## config.mk

```make
export PLATFORM = sky130hd
export DESIGN_NAME = bellek_alt_sistemi
export DESIGN_NICKNAME = d
export VERILOG_FILES = /design/src/hw/bellek_paket.sv /design/src/hw/anabellek_denetleyici.sv /design/src/hw/bellek_alt_sistemi.sv /design/src/hw/buyruk_onbellegi.sv /design/src/hw/veri_yolu_denetleyici.sv
export SDC_FILE = /design/constraint.sdc
export NUM_CORES = 1
export LEC_CHECK = 0
export BUFFER_PORTS_ARGS = -buffer_cell sky130_fd_sc_hd__buf_2
export CAP_MARGIN = 20
export CELL_PAD_IN_SITES_DETAIL_PLACEMENT = 1
export CELL_PAD_IN_SITES_GLOBAL_PLACEMENT = 1
export CORE_ASPECT_RATIO = 1.75
export CORE_MARGIN = 2
export CORE_UTILIZATION = 54
export CTS_BUF_LIST = sky130_fd_sc_hd__clkbuf_8
export CTS_CLUSTER_SIZE = 20
export DETAILED_ROUTE_END_ITERATION = 16
export PLACE_DENSITY = 0.95
export SKIP_LAST_GASP = 1
export SLEW_MARGIN = 20
export SYNTH_ARGS = -nofsm -noshare
export SYNTH_HDL_FRONTEND = slang
export SYNTH_SLANG_ARGS = --single-unit
```

## constraint.sdc

```tcl
create_clock -name clk_i -period 14.1 [get_ports clk_i]
set_input_delay 2.82 -clock clk_i [delete_from_list [all_inputs] [get_ports clk_i]]
set_output_delay 2.82 -clock clk_i [all_outputs]
set_load 0.05 [all_outputs]
```

## src/hw/bellek_paket.sv

```systemverilog
// Word addresses cover byte address bits 18:2 only; SATIR_SAYISI must be a power of two
package bellek_paket;

    // ########################################
    // Data and address widths
    // ########################################

    // Data bus width
    localparam int KELIME_GEN = 32;

    // Word address, byte address bits 18 down to 2
    localparam int KELIME_ADR_GEN = 17;

    // ########################################
    // Instruction cache geometry
    // ########################################

    // Direct mapped, one word per line
    localparam int SATIR_SAYISI = 8;

    localparam int SATIR_IDX_GEN = $clog2(SATIR_SAYISI);

    // Remaining word address bits above the line index
    localparam int ETIKET_GEN = KELIME_ADR_GEN - SATIR_IDX_GEN;

    // ########################################
    // Address decode
    // ########################################

    // Data address bit that selects the cycle timer
    localparam int ZMN_BIT = 28;

endpackage

```

## src/hw/anabellek_denetleyici.sv

```systemverilog
// Data path wins ties; requesters hold valid and fields until ready; timer wraps at 2^64
`timescale 1ns/10ps

module anabellek_denetleyici (
    input  logic                                    clk_i,
    input  logic                                    rst_n_i,

    // Instruction cache refill
    input  logic                                    l1b_iomem_valid_i,
    input  logic [bellek_paket::KELIME_ADR_GEN+1:2] l1b_iomem_addr_i,
    output logic                                    l1b_iomem_ready_o,
    output logic [bellek_paket::KELIME_GEN-1:0]     l1b_iomem_rdata_o,

    // Data path
    input  logic                                    l1v_iomem_valid_i,
    input  logic [bellek_paket::KELIME_ADR_GEN+1:2] l1v_iomem_addr_i,
    input  logic [3:0]                              l1v_iomem_wstrb_i,
    input  logic [bellek_paket::KELIME_GEN-1:0]     l1v_iomem_wdata_i,
    output logic                                    l1v_iomem_ready_o,
    output logic [bellek_paket::KELIME_GEN-1:0]     l1v_iomem_rdata_o,

    // Cycle timer read
    input  logic                                    zmn_sec_i,
    input  logic                                    zmn_ust_i,
    output logic [bellek_paket::KELIME_GEN-1:0]     zmn_veri_o,

    // External memory
    output logic                                    iomem_valid_o,
    input  logic                                    iomem_ready_i,
    output logic [3:0]                              iomem_wstrb_o,
    output logic [31:0]                             iomem_addr_o,
    output logic [bellek_paket::KELIME_GEN-1:0]     iomem_wdata_o,
    input  logic [bellek_paket::KELIME_GEN-1:0]     iomem_rdata_i
);

    logic                                    izin_l1v_r;
    logic                                    izin_l1b_r;
    logic                                    hat_bos;
    logic [bellek_paket::KELIME_ADR_GEN+1:2] secili_adr;
    logic [2*bellek_paket::KELIME_GEN-1:0]   sayac_r;

    // ########################################
    // Grant
    // ########################################

    assign hat_bos = !izin_l1v_r && !izin_l1b_r;

    always_ff @(posedge clk_i) begin
        if (!rst_n_i) begin
            izin_l1v_r <= 1'b0;
            izin_l1b_r <= 1'b0;
        end else if (hat_bos) begin
            izin_l1v_r <= l1v_iomem_valid_i;
            izin_l1b_r <= l1b_iomem_valid_i && !l1v_iomem_valid_i;
        end else if (iomem_ready_i) begin
            izin_l1v_r <= 1'b0;
            izin_l1b_r <= 1'b0;
        end
    end

    // ########################################
    // External port mux
    // ########################################

    assign iomem_valid_o = (izin_l1v_r && l1v_iomem_valid_i) ||
                           (izin_l1b_r && l1b_iomem_valid_i);

    assign secili_adr    = izin_l1v_r ? l1v_iomem_addr_i : l1b_iomem_addr_i;

    // Byte address, upper bits zero
    assign iomem_addr_o  = 32'({secili_adr, 2'b00});

    // Instruction side only reads
    assign iomem_wstrb_o = izin_l1v_r ? l1v_iomem_wstrb_i : 4'b0000;
    assign iomem_wdata_o = l1v_iomem_wdata_i;

    // Ready back to the granted side only
    assign l1v_iomem_ready_o = izin_l1v_r && iomem_ready_i;
    assign l1b_iomem_ready_o = izin_l1b_r && iomem_ready_i;
    assign l1v_iomem_rdata_o = iomem_rdata_i;
    assign l1b_iomem_rdata_o = iomem_rdata_i;

    // ########################################
    // Cycle timer
    // ########################################

    always_ff @(posedge clk_i) begin
        if (!rst_n_i) begin
            sayac_r <= '0;
        end else begin
            sayac_r <= sayac_r + 1'b1;
        end
    end

    // Returned in the same cycle as the read
    assign zmn_veri_o = !zmn_sec_i ? '0 :
                        zmn_ust_i  ? sayac_r[2*bellek_paket::KELIME_GEN-1:bellek_paket::KELIME_GEN] :
                                     sayac_r[bellek_paket::KELIME_GEN-1:0];

    // ########################################
    // Checks
    // ########################################

    a_tek_hazir: assert property (
        @(posedge clk_i) disable iff (!rst_n_i)
        !(l1v_iomem_ready_o && l1b_iomem_ready_o)
    );

    // Granted requester keeps its request steady until ready
    a_dis_adr_sabit: assert property (
        @(posedge clk_i) disable iff (!rst_n_i)
        iomem_valid_o && !iomem_ready_i |=>
            iomem_valid_o && $stable(iomem_addr_o) && $stable(iomem_wstrb_o)
    );

endmodule

```

## src/hw/bellek_alt_sistemi.sv

```systemverilog
// Memory side only; iomem_addr_o is a byte address with bits 31:19 and 1:0 always zero
`timescale 1ns/10ps

module bellek_alt_sistemi (
    input  logic                                    clk_i,
    input  logic                                    rst_n_i,

    // Instruction fetch port
    input  logic                                    l1b_istek_i,
    input  logic [bellek_paket::KELIME_ADR_GEN+1:2] l1b_adres_i,
    output logic [bellek_paket::KELIME_GEN-1:0]     l1b_deger_o,
    output logic                                    l1b_bekle_o,

    // Data port
    input  logic                                    bib_sec_i,
    input  logic [31:0]                             bib_adr_i,
    input  logic [bellek_paket::KELIME_GEN-1:0]     bib_veri_i,
    input  logic [3:0]                              bib_maske_i,
    output logic [bellek_paket::KELIME_GEN-1:0]     bib_veri_o,
    output logic                                    bib_durdur_o,

    // External memory
    output logic                                    iomem_valid_o,
    input  logic                                    iomem_ready_i,
    output logic [3:0]                              iomem_wstrb_o,
    output logic [31:0]                             iomem_addr_o,
    output logic [bellek_paket::KELIME_GEN-1:0]     iomem_wdata_o,
    input  logic [bellek_paket::KELIME_GEN-1:0]     iomem_rdata_i
);

    logic                                    l1b_iomem_valid;
    logic [bellek_paket::KELIME_ADR_GEN+1:2] l1b_iomem_addr;
    logic                                    l1b_iomem_ready;
    logic [bellek_paket::KELIME_GEN-1:0]     l1b_iomem_rdata;

    logic                                    l1v_iomem_valid;
    logic [bellek_paket::KELIME_ADR_GEN+1:2] l1v_iomem_addr;
    logic [3:0]                              l1v_iomem_wstrb;
    logic [bellek_paket::KELIME_GEN-1:0]     l1v_iomem_wdata;
    logic                                    l1v_iomem_ready;
    logic [bellek_paket::KELIME_GEN-1:0]     l1v_iomem_rdata;

    logic                                    zmn_sec;
    logic                                    zmn_ust;
    logic [bellek_paket::KELIME_GEN-1:0]     zmn_veri;

    buyruk_onbellegi i_buyruk_onbellegi (
        .clk_i         (clk_i          ),
        .rst_n_i       (rst_n_i        ),
        .l1b_istek_i   (l1b_istek_i    ),
        .l1b_adres_i   (l1b_adres_i    ),
        .l1b_deger_o   (l1b_deger_o    ),
        .l1b_bekle_o   (l1b_bekle_o    ),
        .iomem_valid_o (l1b_iomem_valid),
        .iomem_addr_o  (l1b_iomem_addr ),
        .iomem_ready_i (l1b_iomem_ready),
        .iomem_rdata_i (l1b_iomem_rdata)
    );

    veri_yolu_denetleyici i_veri_yolu_denetleyici (
        .clk_i         (clk_i          ),
        .rst_n_i       (rst_n_i        ),
        .bib_sec_i     (bib_sec_i      ),
        .bib_adr_i     (bib_adr_i      ),
        .bib_veri_i    (bib_veri_i     ),
        .bib_maske_i   (bib_maske_i    ),
        .bib_veri_o    (bib_veri_o     ),
        .bib_durdur_o  (bib_durdur_o   ),
        .iomem_valid_o (l1v_iomem_valid),
        .iomem_addr_o  (l1v_iomem_addr ),
        .iomem_wstrb_o (l1v_iomem_wstrb),
        .iomem_wdata_o (l1v_iomem_wdata),
        .iomem_ready_i (l1v_iomem_ready),
        .iomem_rdata_i (l1v_iomem_rdata),
        .zmn_sec_o     (zmn_sec        ),
        .zmn_ust_o     (zmn_ust        ),
        .zmn_veri_i    (zmn_veri       )
    );

    anabellek_denetleyici i_anabellek_denetleyici (
        .clk_i             (clk_i          ),
        .rst_n_i           (rst_n_i        ),
        .l1b_iomem_valid_i (l1b_iomem_valid),
        .l1b_iomem_addr_i  (l1b_iomem_addr ),
        .l1b_iomem_ready_o (l1b_iomem_ready),
        .l1b_iomem_rdata_o (l1b_iomem_rdata),
        .l1v_iomem_valid_i (l1v_iomem_valid),
        .l1v_iomem_addr_i  (l1v_iomem_addr ),
        .l1v_iomem_wstrb_i (l1v_iomem_wstrb),
        .l1v_iomem_wdata_i (l1v_iomem_wdata),
        .l1v_iomem_ready_o (l1v_iomem_ready),
        .l1v_iomem_rdata_o (l1v_iomem_rdata),
        .zmn_sec_i         (zmn_sec        ),
        .zmn_ust_i         (zmn_ust        ),
        .zmn_veri_o        (zmn_veri       ),
        .iomem_valid_o     (iomem_valid_o  ),
        .iomem_ready_i     (iomem_ready_i  ),
        .iomem_wstrb_o     (iomem_wstrb_o  ),
        .iomem_addr_o      (iomem_addr_o   ),
        .iomem_wdata_o     (iomem_wdata_o  ),
        .iomem_rdata_i     (iomem_rdata_i  )
    );

endmodule

```

## src/hw/buyruk_onbellegi.sv

```systemverilog
// Requester must hold l1b_istek_i and l1b_adres_i while l1b_bekle_o is high; lines are flops
`timescale 1ns/10ps

module buyruk_onbellegi (
    input  logic                                    clk_i,
    input  logic                                    rst_n_i,

    // Fetch port
    input  logic                                    l1b_istek_i,
    input  logic [bellek_paket::KELIME_ADR_GEN+1:2] l1b_adres_i,
    output logic [bellek_paket::KELIME_GEN-1:0]     l1b_deger_o,
    output logic                                    l1b_bekle_o,

    // Refill request to the arbiter
    output logic                                    iomem_valid_o,
    output logic [bellek_paket::KELIME_ADR_GEN+1:2] iomem_addr_o,
    input  logic                                    iomem_ready_i,
    input  logic [bellek_paket::KELIME_GEN-1:0]     iomem_rdata_i
);

    logic [bellek_paket::SATIR_SAYISI-1:0]  gecerli_r;
    logic [bellek_paket::ETIKET_GEN-1:0]    etiket_r [bellek_paket::SATIR_SAYISI];
    logic [bellek_paket::KELIME_GEN-1:0]    veri_r   [bellek_paket::SATIR_SAYISI];

    logic [bellek_paket::SATIR_IDX_GEN-1:0] satir_idx;
    logic [bellek_paket::ETIKET_GEN-1:0]    istek_etiket;
    logic                                   isabet;
    logic                                   dolum_bitti;

    // ########################################
    // Lookup
    // ########################################

    assign satir_idx    = l1b_adres_i[bellek_paket::SATIR_IDX_GEN+1:2];
    assign istek_etiket =
        l1b_adres_i[bellek_paket::KELIME_ADR_GEN+1:bellek_paket::SATIR_IDX_GEN+2];

    // Hit straight from the registered line
    assign isabet = gecerli_r[satir_idx] && (etiket_r[satir_idx] == istek_etiket);

    assign l1b_deger_o = veri_r[satir_idx];
    assign l1b_bekle_o = l1b_istek_i && !isabet;

    // ########################################
    // Refill
    // ########################################

    // Missed word is fetched with the held fetch address
    assign iomem_valid_o = l1b_bekle_o;
    assign iomem_addr_o  = l1b_adres_i;
    assign dolum_bitti   = iomem_valid_o && iomem_ready_i;

    always_ff @(posedge clk_i) begin
        if (!rst_n_i) begin
            gecerli_r <= '0;
        end else if (dolum_bitti) begin
            gecerli_r[satir_idx] <= 1'b1;
        end
    end

    always_ff @(posedge clk_i) begin
        if (dolum_bitti) begin
            etiket_r[satir_idx] <= istek_etiket;
            veri_r[satir_idx]   <= iomem_rdata_i;
        end
    end

    // ########################################
    // Checks
    // ########################################

    // Fetch address held by the core for the whole refill
    a_dolum_adr_sabit: assert property (
        @(posedge clk_i) disable iff (!rst_n_i)
        iomem_valid_o && !iomem_ready_i |=> iomem_valid_o && $stable(iomem_addr_o)
    );

    // Held fetch hits right after its refill
    a_dolum_sonra_isabet: assert property (
        @(posedge clk_i) disable iff (!rst_n_i)
        dolum_bitti |=> !l1b_bekle_o
    );

endmodule

```

## src/hw/veri_yolu_denetleyici.sv

```systemverilog
// Core holds bib_* while bib_durdur_o is high; timer is read only, writes to it are dropped
`timescale 1ns/10ps

module veri_yolu_denetleyici (
    input  logic                                    clk_i,
    input  logic                                    rst_n_i,

    // Core data port
    input  logic                                    bib_sec_i,
    input  logic [31:0]                             bib_adr_i,
    input  logic [bellek_paket::KELIME_GEN-1:0]     bib_veri_i,
    input  logic [3:0]                              bib_maske_i,
    output logic [bellek_paket::KELIME_GEN-1:0]     bib_veri_o,
    output logic                                    bib_durdur_o,

    // Request to the arbiter
    output logic                                    iomem_valid_o,
    output logic [bellek_paket::KELIME_ADR_GEN+1:2] iomem_addr_o,
    output logic [3:0]                              iomem_wstrb_o,
    output logic [bellek_paket::KELIME_GEN-1:0]     iomem_wdata_o,
    input  logic                                    iomem_ready_i,
    input  logic [bellek_paket::KELIME_GEN-1:0]     iomem_rdata_i,

    // Cycle timer
    output logic                                    zmn_sec_o,
    output logic                                    zmn_ust_o,
    input  logic [bellek_paket::KELIME_GEN-1:0]     zmn_veri_i
);

    logic                                    tampon_dolu_r;
    logic [bellek_paket::KELIME_ADR_GEN+1:2] tampon_adr_r;
    logic [bellek_paket::KELIME_GEN-1:0]     tampon_veri_r;
    logic [3:0]                              tampon_maske_r;

    logic zmn_adr;
    logic yazma;
    logic okuma;
    logic yukle;

    // ########################################
    // Decode
    // ########################################

    assign zmn_adr = bib_adr_i[bellek_paket::ZMN_BIT];
    assign yazma   = bib_sec_i && (bib_maske_i != 4'b0000) && !zmn_adr;
    assign okuma   = bib_sec_i && (bib_maske_i == 4'b0000) && !zmn_adr;

    // Write is posted only into an empty buffer
    assign yukle = yazma && !tampon_dolu_r;

    assign zmn_sec_o = bib_sec_i && (bib_maske_i == 4'b0000) && zmn_adr;
    assign zmn_ust_o = bib_adr_i[2];

    // ########################################
    // Posted write buffer
    // ########################################

    always_ff @(posedge clk_i) begin
        if (!rst_n_i) begin
            tampon_dolu_r <= 1'b0;
        end else if (yukle) begin
            tampon_dolu_r <= 1'b1;
        end else if (tampon_dolu_r && iomem_ready_i) begin
            tampon_dolu_r <= 1'b0;
        end
    end

    always_ff @(posedge clk_i) begin
        if (yukle) begin
            tampon_adr_r   <= bib_adr_i[bellek_paket::KELIME_ADR_GEN+1:2];
            tampon_veri_r  <= bib_veri_i;
            tampon_maske_r <= bib_maske_i;
        end
    end

    // ########################################
    // Memory request
    // ########################################

    // Buffered write goes out first, so a later read sees it
    assign iomem_valid_o = tampon_dolu_r || okuma;
    assign iomem_addr_o  = tampon_dolu_r ? tampon_adr_r :
                                           bib_adr_i[bellek_paket::KELIME_ADR_GEN+1:2];
    assign iomem_wstrb_o = tampon_dolu_r ? tampon_maske_r : 4'b0000;
    assign iomem_wdata_o = tampon_veri_r;

    // ########################################
    // Core response
    // ########################################

    assign bib_veri_o = zmn_sec_o ? zmn_veri_i : iomem_rdata_i;

    // Ready while the buffer is full belongs to the write, not the read
    assign bib_durdur_o = (yazma && tampon_dolu_r) ||
                          (okuma && (tampon_dolu_r || !iomem_ready_i));

    // ########################################
    // Checks
    // ########################################

    // Pending write not overwritten before memory takes it
    a_tampon_korunur: assert property (
        @(posedge clk_i) disable iff (!rst_n_i)
        tampon_dolu_r && !iomem_ready_i |=>
            tampon_dolu_r && $stable(tampon_adr_r) && $stable(tampon_veri_r) &&
            $stable(tampon_maske_r)
    );

    // Memory answers only a pending request
    a_hazir_istekle: assert property (
        @(posedge clk_i) disable iff (!rst_n_i)
        iomem_ready_i |-> iomem_valid_o
    );

endmodule

```

==> flow_summary.ini <==
[synthesis]
yosysMostFrequentCell = edfxtp_1
synth_top_area_share_pct = 64.0
syn-instance-count = 1297
ys_seq_area_share_pct = 71.6
synthArstFlopShare_pct = 0
netlist_area_sq_um = 19700
synth_flop_cell = edfxtp_1
synth-compound-area-share_pct = 8.11
synth_area_leaders = edfxtp_1 (64%), dfxtp_1 (7.6%), a22oi_1 (4.0%)
synth_warnings = 0
yosysTopAreaCell = edfxtp_1
synth-simple-area-share_pct = 8.13
synthXorXnorAreaFrac_pct = 2.53
synthMuxAreaShare_pct = 7.15
synth.avg_cell_area_sq_um = 15.2
synthTopCellsByCount = edfxtp_1 (421), a22oi_1 (105), mux2i_1 (78), dfxtp_1 (75), nor2_1 (72)
ys_ff_latch = 496
yosysUniqueCellTypes = 45
synth_top_family_by_area = simple AND/OR/NAND/NOR gates
synth_edf_count = 421
synth_fa_ha_area_share_pct = 0.0634

[power]
power_frac_clock_pct = 37.5
power.static_leakage_uw = 0.00792
switching_share_pct = 26.7
seqPwrFrac_pct = 53.3
p_switching_uw = 806
power_frac_comb_pct = 9.1
ir_worst_vdd_mv = 0.0935
powerDensity_nw_per_um2 = 133
internal-power_uw = 2210

[final_layout]
multiInputGateArea_sq_um = 5270
layout-drive-gt1-share_pct = 24.5
nets = 1659
syn_to_final_growth_pct = 14.7
seq_area_sq_um = 14100
nFillCells = 3420

[timing]
setup_tns_ps = 0
fmax_ghz = 0.105
tightest_slew_ps = 1060
relSlewSlack_pct = 29.1
hold_viol_final = 0
finalSetupViolCount = 0
fin_crit_sh_pct = 67.4
clock_skew_ps = 50.1
fin_crit_ps = 9500
setup_ws_ps = 4600
drv_slew = 0
rsz0062_at_grt = false

[worst_setup_path]
cp.arrival_ps = 6680
r2r_cells = 6
critPathMaxFanout = 42
r2r_start = i_anabellek_denetleyici.sayac_r[10]$_SDFF_PN0_
required_ps = 11280
start_kind = input pin
regToRegSetupSlack_ps = 10570
r2r_end = i_anabellek_denetleyici.sayac_r[61]$_SDFF_PN0_
critPathKind = input pin to output port
cp-end-kind = output port
startpoint = l1b_adres_i[3]

[floorplanning]
die_y_microns = 257
design.core.area_sq_um = 36000
start_util_pct = 54.8
die_area_sq_um = 38200
die_w_microns = 149
ios = 257
rows = 92

[route]
drt_iter0_drc = 1640
drtPass1Iterations = 6
drt-total-wl_microns = 64600
num_vias = 13600
wl_met1_microns = 22200
top_layer = met4
routedWlPerCell_microns = 31.2
drc = 0
met3WireLength_microns = 5080
ant_nets = 0
via_per_inst = 6.59
wl_met2_microns = 34400

[placement]
post-place-ws_ps = 4710
gp_congestion = 0.818
numPortBuffers = 227
dpl.hpwl_microns = 36000

[clocking]
clkLatencyLatePin_ps = 660
tritoncts = built
cts_max_level = 3
cts_made_buffers = 71
clk_transition_reported_paths_ps = 70
root_buffer = clkbuf_8
cts_resized = 0
hold_buffers = 0
clock_tree.buffer_depth = 3
cts_setup_buffers = 0
numClockSinks = 496

[global_routing]
grt-ovfl-total = 0
grt_pass1_vias = 14500
grt_pass1_wl_microns = 92600
grt_antenna_before_repair = 8
track_usage_pct = 32.9
grt_max_degree = 79

[hold_path]
holdPathStages = 1
whs_endpoint = i_buyruk_onbellegi.gecerli_r[4]$_SDFFE_PN0P_
min-delay-start = i_buyruk_onbellegi.gecerli_r[4]$_SDFFE_PN0P_
min_path_type = flip-flop to flip-flop

[run]
cap_violations = 0

[outcome]
status = completed
kinds of logic after synthesis:
| logic type | after synthesis |
|---|---|
| flip-flops | 496 |
| buffers and inverters | 100 |
| other | 1 |
| AO/OA/AOI/OAI | 233 |
| adder cells (fa/ha/maj) | 1 |
| AND/OR/NAND/NOR | 296 |
| XOR/XNOR | 57 |
| multiplexers | 113 |
worst max-delay path, cell delays in order:
cell and delay, ps:
buf_2 770, nand2_1 600, o22ai_1 310, a221oi_1 90, xnor2_1 320, nand4_1 200, or4_1 900, a32o_1 420
buf_2 210
worst max-delay path by stage:
stage,end,depth (start not counted)
floorplan,l1b_bekle_o,11
global placement,iomem_valid_o,9
detailed placement,iomem_valid_o,9
CTS,iomem_valid_o,9
global route,iomem_valid_o,9
finish,iomem_valid_o,9
power groups by stage:
stage | logic [uW] | registers, uW | clock network, uW
3_3_place_gp | 255 | 1640 | 0
4_1_cts | 272 | 1610 | 1120
6_report | 275 | 1610 | 1130
2_1_floorplan | 163 | 1650 | 0
3_5_place_dp | 267 | 1640 | 0
5_1_grt | 285 | 1610 | 1190
stage by stage:
| stage | util [%] | std cells | hold WS, ps | instance area (sq um) | power, uW |
|---|---|---|---|---|---|
| 2_1_floorplan | - | 1311 | 437 | 19800 | 1820 |
| 3_3_place_gp | 59.0 | 1933 | 441 | 21300 | 1890 |
| 3_5_place_dp | 59.0 | 1933 | 455 | 21300 | 1910 |
| 4_1_cts | 62.8 | 2061 | 491 | 22600 | 3000 |
| 5_1_grt | 62.9 | 2069 | 503 | 22600 | 3080 |
| 6_report | 62.9 | 2069 | 493 | 22600 | 3020 |
placed cells by master (no fill, tap or decap), types with 4 or more instances in the layout:
master and count:
edfxtp_1 421, buf_2 225, a22oi_1 105, clkbuf_8 84, mux2i_1 78, dfxtp_1 75
nor2_1 66, a21oi_1 58, nand4_1 45, and2_1 41, inv_1 38, xnor2_1 35
nand2_1 30, nand3_1 30, xor2_1 22, mux4_2 21, o21ai_0 17, a21boi_0 15
conb_1 15, mux2_2 14, nor2b_1 14, buf_4 14, or3_1 12, and3_1 11
a32o_1 10, and4_1 10, clkinv_1 9, diode_2 8, a221oi_1 8, and4_4 8
o22ai_1 6, clkinv_2 6, nor2_4 5, nor3_1 5, nor3_2 4, nand2b_1 4
clkinvlp_4 4
flip-flops by register name, indices dropped and copies added (netlist names), 4 cells and up:
name                                    flops
i_buyruk_onbellegi.veri_r                 256
i_buyruk_onbellegi.etiket_r               112
i_anabellek_denetleyici.sayac_r            64
i_veri_yolu_denetleyici.iomem_wdata_o      32
i_veri_yolu_denetleyici.tampon_adr_r       17
i_buyruk_onbellegi.gecerli_r                8
i_veri_yolu_denetleyici.tampon_maske_r      4
layer usage:
layer,global-route usage [%],vias up
met2,58.0,974
met4,18.4,0
met1,37.6,6937
met5,0,-
met3,5.85,195
li1,-,5526
final cells by class:
class | count | share of cell area [%]
multi-input combinational | 715 | 23.3
sequential | 496 | 62.4
antenna | 8 | 0.0884
inverter | 13 | 0.215
timing repair buffer | 239 | 5.44
clock buffer | 84 | 5.10
tap | 470 | 2.60
clock inverter | 44 | 0.829
(Power assumes the default switching activity.)
